<file path="src/verilog/gradient_pkg.sv">
package gradient_pkg;

    // one signed difference, wide enough for -255..255
    localparam int GCOMP_W = 10;
    localparam int GRAD_W  = 2 * GCOMP_W;

    typedef logic signed [GCOMP_W-1:0] gcomp_t;

    // Gx in the upper half, Gy in the lower half
    typedef logic [GRAD_W-1:0] grad_t;

endpackage

</file>
<file path="src/verilog/image_geom_pkg.sv">
package image_geom_pkg;

    // ----------------------------------------
    // image geometry
    // ----------------------------------------
    // width and height must be powers of two
    localparam int IMG_W   = 8;
    localparam int IMG_H   = 8;
    localparam int NUM_PIX = IMG_W * IMG_H;

    // address bus width of both external memories
    localparam int ADDR_W = 16;

    // low address bits select the column
    localparam int COL_W = $clog2(IMG_W);

    // greyscale pixel
    localparam int PIX_W = 8;

    typedef logic [PIX_W-1:0] pixel_t;

endpackage
</file>
<file path="src/verilog/image_gradient.sv">
module image_gradient
    import image_geom_pkg::*;
    import gradient_pkg::*;
(
    input  logic              clk,
    input  logic              reset,
    output logic              done,
    output logic              img_wr,
    output logic              img_rd,
    output logic [ADDR_W-1:0] img_addr,
    input  pixel_t            img_di,
    output pixel_t            img_do,
    output logic              grad_wr,
    output logic              grad_rd,
    output logic [ADDR_W-1:0] grad_addr,
    output grad_t             grad_do,
    input  grad_t             grad_di
);

    logic              rd_last;
    logic              wr_last;
    logic              sample_valid;
    logic              read_phase;
    logic [ADDR_W-1:0] wr_addr;
    pixel_t            pix_above;
    pixel_t            pix_above_right;
    logic              ok_above;

    // image memory is read only, gradient memory write only
    assign img_wr  = 1'b0;
    assign img_do  = '0;
    assign grad_rd = 1'b0;

    // ----------------------------------------
    // control and addressing
    // ----------------------------------------
    ig_control i_ig_control (
        .clk          (clk),
        .reset        (reset),
        .rd_last      (rd_last),
        .wr_last      (wr_last),
        .img_rd       (img_rd),
        .sample_valid (sample_valid),
        .read_phase   (read_phase),
        .done         (done)
    );

    scan_counter i_scan_counter (
        .clk      (clk),
        .reset    (reset),
        .rd_step  (img_rd),
        .wr_step  (grad_wr),
        .img_addr (img_addr),
        .rd_last  (rd_last),
        .wr_addr  (wr_addr),
        .wr_last  (wr_last)
    );

    // ----------------------------------------
    // datapath
    // ----------------------------------------
    tap_delay_line #(
        .payload_t (pixel_t)
    ) i_pixel_line (
        .clk         (clk),
        .reset       (reset),
        .shift       (sample_valid),
        .din         (img_di),
        .above       (pix_above),
        .above_right (pix_above_right)
    );

    // marks which entries hold real pixels
    tap_delay_line #(
        .payload_t (logic)
    ) i_valid_line (
        .clk         (clk),
        .reset       (reset),
        .shift       (sample_valid),
        .din         (read_phase),
        .above       (ok_above),
        .above_right ()
    );

    gradient_unit i_gradient_unit (
        .clk          (clk),
        .reset        (reset),
        .sample_valid (sample_valid),
        .below        (img_di),
        .pixel        (pix_above),
        .right        (pix_above_right),
        .pixel_ok     (ok_above),
        .wr_addr      (wr_addr),
        .grad_wr      (grad_wr),
        .grad_addr    (grad_addr),
        .grad_do      (grad_do)
    );

endmodule

</file>
<file path="src/verilog/gradient_unit.sv">
module gradient_unit
    import image_geom_pkg::*;
    import gradient_pkg::*;
(
    input  logic              clk,
    input  logic              reset,
    input  logic              sample_valid,
    input  pixel_t            below,
    input  pixel_t            pixel,
    input  pixel_t            right,
    input  logic              pixel_ok,
    input  logic [ADDR_W-1:0] wr_addr,
    output logic              grad_wr,
    output logic [ADDR_W-1:0] grad_addr,
    output grad_t             grad_do
);

    logic [ADDR_W-1:0] pix_addr;
    logic              last_col;
    logic              last_row;
    logic              wr_en;
    gcomp_t            below_s;
    gcomp_t            pixel_s;
    gcomp_t            right_s;
    gcomp_t            gx;
    gcomp_t            gy;

    // ----------------------------------------
    // border decode
    // ----------------------------------------
    // a write still in the output register is not yet counted in wr_addr
    assign pix_addr = wr_addr + ADDR_W'(grad_wr);
    assign last_col = (pix_addr[COL_W-1:0] == COL_W'(IMG_W - 1));
    assign last_row = (pix_addr >= ADDR_W'(NUM_PIX - IMG_W));

    // ----------------------------------------
    // differences
    // ----------------------------------------
    // zero extend before the signed subtract
    assign below_s = gcomp_t'(below);
    assign pixel_s = gcomp_t'(pixel);
    assign right_s = gcomp_t'(right);

    assign gx = last_col ? '0 : right_s - pixel_s;
    assign gy = last_row ? '0 : below_s - pixel_s;

    assign wr_en = sample_valid && pixel_ok;

    // write strobe
    always_ff @(posedge clk) begin
        if (reset) begin
            grad_wr <= 1'b0;
        end else begin
            grad_wr <= wr_en;
        end
    end

    // write payload
    always_ff @(posedge clk) begin
        if (wr_en) begin
            grad_addr <= pix_addr;
            grad_do   <= {gx, gy};
        end
    end

endmodule

</file>
<file path="src/verilog/tap_delay_line.sv">
module tap_delay_line
    import image_geom_pkg::*;
#(
    parameter type payload_t = logic
) (
    input  logic     clk,
    input  logic     reset,
    input  logic     shift,
    input  payload_t din,
    output payload_t above,
    output payload_t above_right
);

    // together with din the window spans one row plus one entry
    // line_q[j] holds the sample j+1 shifts back
    payload_t line_q [IMG_W];

    always_ff @(posedge clk) begin
        if (reset) begin
            for (int i = 0; i < IMG_W; i++) begin
                line_q[i] <= '0;
            end
        end else if (shift) begin
            line_q[0] <= din;
            for (int i = 1; i < IMG_W; i++) begin
                line_q[i] <= line_q[i-1];
            end
        end
    end

    // same column one row up, and its right neighbour
    assign above       = line_q[IMG_W-1];
    assign above_right = line_q[IMG_W-2];

endmodule

</file>
<file path="src/verilog/scan_counter.sv">
module scan_counter
    import image_geom_pkg::*;
(
    input  logic              clk,
    input  logic              reset,
    input  logic              rd_step,
    input  logic              wr_step,
    output logic [ADDR_W-1:0] img_addr,
    output logic              rd_last,
    output logic [ADDR_W-1:0] wr_addr,
    output logic              wr_last
);

    localparam logic [ADDR_W-1:0] LAST_ADDR = ADDR_W'(NUM_PIX - 1);

    // ----------------------------------------
    // read address
    // ----------------------------------------
    // address of the read issued in the current cycle
    always_ff @(posedge clk) begin
        if (reset) begin
            img_addr <= '0;
        end else if (rd_step) begin
            img_addr <= img_addr + 1'b1;
        end
    end

    assign rd_last = (img_addr == LAST_ADDR);

    // ----------------------------------------
    // write address
    // ----------------------------------------
    // counts completed gradient writes
    always_ff @(posedge clk) begin
        if (reset) begin
            wr_addr <= '0;
        end else if (wr_step) begin
            wr_addr <= wr_addr + 1'b1;
        end
    end

    // high in the cycle of the final write
    assign wr_last = (wr_addr == LAST_ADDR);

endmodule

</file>
<file path="src/verilog/ig_control.sv">
module ig_control
    import image_geom_pkg::*;
(
    input  logic clk,
    input  logic reset,
    input  logic rd_last,
    input  logic wr_last,
    output logic img_rd,
    output logic sample_valid,
    output logic read_phase,
    output logic done
);

    typedef enum logic [1:0] {
        READ,
        FLUSH,
        DRAIN,
        FINISH
    } state_t;

    state_t           state;
    logic [COL_W-1:0] flush_cnt;

    // ----------------------------------------
    // phase sequencing
    // ----------------------------------------
    always_ff @(posedge clk) begin
        if (reset) begin
            state        <= READ;
            img_rd       <= 1'b0;
            flush_cnt    <= '0;
            sample_valid <= 1'b0;
            read_phase   <= 1'b0;
        end else begin
            // memory answers one clock after the strobe, so samples lag by one
            read_phase   <= img_rd;
            sample_valid <= img_rd || (state == FLUSH);

            case (state)
                READ: begin
                    if (img_rd && rd_last) begin
                        img_rd <= 1'b0;
                        state  <= FLUSH;
                    end else begin
                        img_rd <= 1'b1;
                    end
                end
                FLUSH: begin
                    // one extra row of shifts pushes the last row past the taps
                    flush_cnt <= flush_cnt + 1'b1;
                    if (flush_cnt == COL_W'(IMG_W - 1)) begin
                        state <= DRAIN;
                    end
                end
                DRAIN: begin
                    // wr_last is seen in the cycle of the final write
                    if (wr_last) begin
                        state <= FINISH;
                    end
                end
                default: begin
                    state <= FINISH;
                end
            endcase
        end
    end

    assign done = (state == FINISH);

endmodule

</file>
<file path="config.mk">
export PLATFORM = sky130hd
export DESIGN_NAME = image_gradient
export DESIGN_NICKNAME = d
export VERILOG_FILES = /design/src/verilog/gradient_pkg.sv /design/src/verilog/image_geom_pkg.sv /design/src/verilog/image_gradient.sv /design/src/verilog/gradient_unit.sv /design/src/verilog/tap_delay_line.sv /design/src/verilog/scan_counter.sv /design/src/verilog/ig_control.sv
export SDC_FILE = /design/constraint.sdc
export NUM_CORES = 1
export LEC_CHECK = 0
export ABC_AREA = 1
export BUFFER_PORTS_ARGS = -buffer_cell sky130_fd_sc_hd__buf_2
export CAP_MARGIN = 20
export CELL_PAD_IN_SITES_DETAIL_PLACEMENT = 0
export CELL_PAD_IN_SITES_GLOBAL_PLACEMENT = 1
export CORE_UTILIZATION = 46
export CTS_CLUSTER_DIAMETER = 40
export DETAILED_ROUTE_END_ITERATION = 8
export PLACE_DENSITY = 0.86
export SYNTH_ARGS = -nofsm -noshare
export SYNTH_HDL_FRONTEND = slang
export SYNTH_SLANG_ARGS = --single-unit
</file>
<file path="constraint.sdc">
create_clock -name clk -period 3.3 [get_ports clk]
set_input_delay 0.66 -clock clk [delete_from_list [all_inputs] [get_ports clk]]
set_output_delay 0.66 -clock clk [all_outputs]
set_load 0.01 [all_outputs]
</file>
Word-level counts from Yosys, hierarchy flattened
Memory sizes are Yosys's and may differ from the RTL's.
Index checks and enable logic that the tools add are counted.
{ "totals": {"memories": 2, "output_inout_bits": 65, "regBits": 77, "elab_cells": 77, "ramBits": 72, "in_bits": 30} }
{ "classes": {"eq_ne": 10, "n_mux": 26, "n_addsub": 6, "reduce_logical": 5, "bitwise_logic": 16, "order_cmp": 1} }
{ "memory_table": {"columns": ["memory", "depth", "width", "rd", "rd_clocked_by_memory_dff", "wr", "line_no", "text"], "rows": [
  ["i_pixel_line.line_q", 8, 8, 8, 0, 8, "tap_delay_line.sv:16", "payload_t line_q [IMG_W];"],
  ["i_valid_line.line_q", 8, 1, 8, 0, 8, "tap_delay_line.sv:16", null]
]} }
{ "ops": {"columns": ["operator", "n"], "rows": [
  ["8-bit two-way mux", 8],
  ["16-bit by 1-bit adder with 16-bit output (second input constant)", 2],
  ["16-bit by 6-bit == test with 1-bit output (second input constant)", 2],
  ["8-bit by 8-bit subtractor with 9-bit output", 2],
  ["16-bit by 1-bit adder with 16-bit output", 1],
  ["16-bit by 6-bit >= comparator with 1-bit output (second input constant)", 1],
  ["1-bit OR", 16],
  ["1-bit two-way mux", 14],
  ["3-bit == test (second input constant)", 2],
  ["2-bit two-way mux", 3],
  ["2-bit case mux with 3 select lines", 1],
  ["2-bit == test (second input constant)", 2],
  ["2-bit by 1-bit != test with 1-bit output (second input constant)", 2],
  ["3-bit by 1-bit adder with 3-bit output (second input constant)", 1],
  ["3-bit AND reduction", 1],
  ["2-bit by 1-bit == test with 1-bit output (second input constant)", 1],
  ["1-bit logical AND", 2],
  ["2-bit logical NOT", 1],
  ["2-bit != test (second input constant)", 1],
  ["1-bit logical OR", 1]
]} }

Longest topological paths before layout
{ "depth": {"ltp_word": 4, "depth_mapped": 12, "mapped_depth_nobuf": 12} }

Hierarchy
A second synthesis with hierarchy kept.
{ "hier_totals": {"cells_unflattened": 811, "area_unflattened_um2": 7497.2} }
{ "by_module_without_submodules": {"columns": ["module", "area_each_um2", "instances", "cells_each", "seq_area_each_um2"], "rows": [
  ["tap_delay_line at i_pixel_line", 2766.4, 1, 218, 1921.8],
  ["gradient_unit", 2343.5, 1, 270, 1041.0],
  ["scan_counter", 1647.8, 1, 246, 640.6],
  ["ig_control", 344.1, 1, 39, 160.2],
  ["tap_delay_line at i_valid_line", 316.6, 1, 27, 240.2],
  ["image_gradient", 78.8, 1, 11, 0.0]
]} }

Least setup slack after synthesis
No wires, ideal clock.
{ "synth_path": {"kind": "input to register", "startpoint": "input reset", "endpoint": "memory i_pixel_line.line_q[0][0] (netlist name) (enable)", "setup_slack_ns": 1.082, "n_path_buf": 1, "t_arrival_ns": 1.819, "path_stages": 2, "required_ns": 2.901, "setup_ns": 0.399, "cell_sequence": "clkbuf_1 > or2_2"} }
{ "synth_lines": {"columns": ["element", "line_no", "text"], "rows": [
  ["start, declared", "image_gradient.sv:6", "input logic reset,"],
  ["end, declared", "tap_delay_line.sv:16", null]
]} }

Final worst setup path
{ "layout_path": {"startpoint": "register i_gradient_unit.grad_wr", "endpoint": "register i_gradient_unit.grad_do[3] (data pin)"} }
{ "layout_via": {"elab_chain_len": 2} }
{ "layout_lines": {"columns": ["element", "line_no", "text"], "rows": [
  ["start, declared", "gradient_unit.sv:13", "output logic grad_wr,"],
  ["start signal, assigned", "gradient_unit.sv:54", "grad_wr <= wr_en;"],
  ["16-bit by 1-bit adder with 16-bit output", "gradient_unit.sv:32", "assign pix_addr = wr_addr + ADDR_W'(grad_wr);"],
  ["16-bit by 6-bit >= comparator with 1-bit output", "gradient_unit.sv:34", "assign last_row = (pix_addr >= ADDR_W'(NUM_PIX - IMG_W));"],
  ["end signal, assigned", "gradient_unit.sv:62", "grad_do <= {gx, gy};"],
  ["end, declared", "gradient_unit.sv:15", "output grad_t grad_do"]
]} }
No other way between the ends.
A chain may end at the register's enable or synchronous reset.

==> results_dict.tcl <==
set metrics [dict create \
    critical_path.startpoint "i_gradient_unit.grad_wr$_SDFF_PP0_" \
    cpPeakStageDelay_ns 0.47 \
    cts-root-buf "sky130_fd_sc_hd__clkbuf_16" \
    cts_tree "done" \
    effective_utilization_at_floorplan_pct 47.3 \
    dpl.cell_count 975 \
    avgRoutedWirePerCell_um 12.6 \
    final.fill_count 1327 \
    fin_total_pwr_w 0.00442 \
    final_common_cell "sky130_fd_sc_hd__inv_1" \
    cts.repair.resized 0 \
    timing.critical_path.arrival_ns 2.50 \
    reg2reg_setup_slack_ns 1.07 \
    cp_data_required_time_ns 3.57 \
    globalRouteTotalUtil_pct 17.3 \
    critical_path.reg2reg.endpoint "i_gradient_unit.grad_do[3]$_SDFFCE_PP0P_" \
    tns_ns 0 \
    dp_hpwl_um 8890 \
    clk_latency_worst_skew_pair_ns 0.42 \
    syn_avg_cell_area_sq_um 9.40 \
    core_region_area_sq_um 14600 \
    post_synth_inst_count 737 \
    largest_net_degree_at_the_start_of_global_routing 73 \
    critical_path_endpoint_category "flop" \
    critPathSlowestCell "sky130_fd_sc_hd__dfxtp_1" \
    synth-seq-cells 147 \
    highest_clock_rate_ghz 0.449 \
    cts_num_sinks 147 \
    holdCritPathClass "primary input to flop" \
    yosys.cell_types.count 39 \
    worst_r2r_startpoint "i_gradient_unit.grad_wr$_SDFF_PP0_" \
    max-cap-violations 0 \
    status "complete, but fails checks" \
    fin_skew_ns 0.00625 \
    drc 14 \
    synthToLayoutAreaGrowth_pct 16.2 \
    setup_viol 0 \
    ioPinCount 95 \
    design.final.nets 864 \
    p_leak_nw 3.51 \
    layout.cells.most_common_list "sky130_fd_sc_hd__inv_1 (143), sky130_fd_sc_hd__nor2_1 (126), sky130_fd_sc_hd__edfxtp_1 (106), sky130_fd_sc_hd__nand2_1 (82), sky130_fd_sc_hd__buf_2 (64)" \
    timing_hold_violations_final 0 \
    grt_most_used_layer "met2" \
    area_enclosed_by_the_die_boundary_sq_um 15600 \
    layout-drive-gt1-share_pct 16.8 \
    drv_slew 0 \
    clock_tree.buffer_depth 2 \
    period_share_pct 67.5 \
    num_rows 44 \
    crit_fanout 9 \
    worst_setup_path_endpoint "i_gradient_unit.grad_do[3]$_SDFFCE_PP0P_" \
    synth_warnings 0 \
    timing.max_slew.rel_slack_pct 51.7 \
    first_pass_iters 6 \
    insertedDiodeCount 0 \
    count_of_buffering_cells_on_the_critical_path_with_inverters_included 0 \
    grt_antenna_before_repair 0 \
    instances_no_fill 1007 \
    post-route-util_pct 55.0 \
    first_global_vias 4569 \
    violated_checks "design-rule violations" \
    dr.first_iter.drc_count 402 \
    grt_first_pass_wirelength_um 21100 \
    min_period_ns 2.23 \
    grt_remaining_overflow 0 \
    ctsHoldBuffers 0 \
    met2_usage_pct 27.1 \
    use_met1_pct 22.6 \
    die_h_um 125 \
    postRouteAntennaNets 0 \
    path_cells "ha_1 -> ha_1 -> nand3_1 -> nor2_1 -> nand3_1 -> nand2_1 -> nand2_2 -> nor2_4 -> nand3_4 -> nor2_2" \
    die_w_um 125 \
    tritoncts_buffers 17 \
    startpoint_kind_of_the_worst_setup_timing_path "flop" \
    viasPerCell 4.78 \
    use_met3_pct 4.17 \
    worstRegToRegCells 10 \
    mappedNetlistArea_sq_um 6930 \
    route.vias.total 4814 \
    postCtsSetupBuffers 0 \
    finalWeightedCongestion 0.868 \
    setup.worst_path.class "flop to flop" \
    worst_path_dominant_cell_family "simple AND/OR/NAND/NOR gates" \
    power-per-cell-area_nw_per_um2 549 \
    drt-total-wl_um 12600 \
    worst_pin_slew_ns 0.724 \
    cts.reportedPaths.clkPinSlew_ns 0.06 \
    cts_htree_levels 4 \
    rsz_0062_raised_after_global_routing "no" \
    cp.depth 10 \
    numPortBuffers 64 \
    worst_ir_drop_vdd_v 0.000374 \
    seq_area_frac_synth_pct 57.8 \
]
## where the power goes
group	switching, W	leakage [nW]	internal, W
Clock	0.000734	0.298	0.00126
Combinational	0.000208	1.79	0.000122
Sequential	0.0000278	1.42	0.00207
## worst min-delay path by stage
stage / from / to / slack, ns / cells after the start
2_1_floorplan: i_ig_control.sample_valid$_SDFF_PP0_ / i_gradient_unit.grad_wr$_SDFF_PP0_ / 0.44 / 2
3_3_place_gp: i_scan_counter.img_addr[15]$_SDFFE_PP0P_ / i_scan_counter.img_addr[15]$_SDFFE_PP0P_ / 0.47 / 2
3_5_place_dp: i_scan_counter.img_addr[15]$_SDFFE_PP0P_ / i_scan_counter.img_addr[15]$_SDFFE_PP0P_ / 0.47 / 2
4_1_cts: reset / i_scan_counter.wr_addr[14]$_SDFFE_PP0P_ / 0.48 / 2
5_1_grt: reset / i_scan_counter.wr_addr[14]$_SDFFE_PP0P_ / 0.47 / 2
6_report: reset / i_scan_counter.wr_addr[14]$_SDFFE_PP0P_ / 0.48 / 2
## per-stage QoR
| step | instance area, sq um | hold slack, ns | setup slack, ns |
|---|---|---|---|
| floorplan | 6960 | 0.441 | 1.08 |
| global placement | 7410 | 0.467 | 0.905 |
| detailed placement | 7440 | 0.470 | 0.914 |
| CTS | 8060 | 0.477 | 1.06 |
| global route | 8060 | 0.474 | 0.816 |
| finish | 8060 | 0.476 | 1.07 |
## layer usage
layer  vias to the layer above  wire [um]
li1                       2503          -
met1                      2208       6070
met2                        79       5860
met3                        24        446
met4                         0        258
met5                         -          0
## worst register-to-register path, cell delays in order, from the launching register on
cell and delay [ns]:
sky130_fd_sc_hd__dfxtp_1 0.47, sky130_fd_sc_hd__ha_1 0.22, sky130_fd_sc_hd__ha_1 0.21, sky130_fd_sc_hd__nand3_1 0.14, sky130_fd_sc_hd__nor2_1 0.27, sky130_fd_sc_hd__nand3_1 0.11, sky130_fd_sc_hd__nand2_1 0.13, sky130_fd_sc_hd__nand2_2 0.08
sky130_fd_sc_hd__nor2_4 0.12, sky130_fd_sc_hd__nand3_4 0.18, sky130_fd_sc_hd__nor2_2 0.14
## cell usage after synthesis, drive strengths merged
library cell  instances  share of area, %
nor3                 21               1.5
o21a                  3              0.32
nand3b                3              0.32
o21bai                1              0.11
fa                    2              0.58
conb                  1             0.054
clkbuf               10              0.54
nor4                  2              0.18
dfxtp                41                12
buf                  14               1.5
nand2                95               5.7
nand4                13               1.2
a211oi                2              0.22
clkinv                1             0.054
a21oi                37               2.7
or2                   1             0.090
a21o                  1              0.11
xor2                  9               1.1
nand3                24               2.1
edfxtp              106                46
nor2                144               9.1
a31oi                 2              0.18
inv                 146               7.9
o211ai                1              0.11
xnor2                 1              0.13
ha                   22               4.0
o21ai                34               2.5
## cells by family (layout without fill, tap and decap cells)
kind of cell	count (synthesis)	count (layout)	synth area share (%)
AND/OR/NAND/NOR	303	303	20.1
buffers and inverters	171	248	10.0
flip-flops	147	147	57.8
AO/OA/AOI/OAI	81	81	6.23
adder cells (fa/ha/maj)	24	24	4.55
XOR/XNOR	10	10	1.26
other	1	10	0.0541
## state kept, by name, summed over array words and instances (netlist names), 2 cells and up
signal and cells:
i_scan_counter.wr_addr 16, i_valid_line.line_q 8, i_gradient_unit.grad_do 18, i_ig_control.state 2, i_scan_counter.img_addr 16, i_ig_control.flush_cnt 3, i_gradient_unit.grad_addr 16, i_pixel_line.line_q 64
## cell type report
class	count	area [sq um]	share of cell area [%]
multi-input combinational	428	2270	28.1
timing repair buffer	69	390	4.85
inverter	147	552	6.85
clock buffer	17	425	5.28
clock inverter	15	189	2.35
sequential	147	4000	49.7
tap	184	230	2.86
Note: power is estimated with default switching activity, not from simulation.
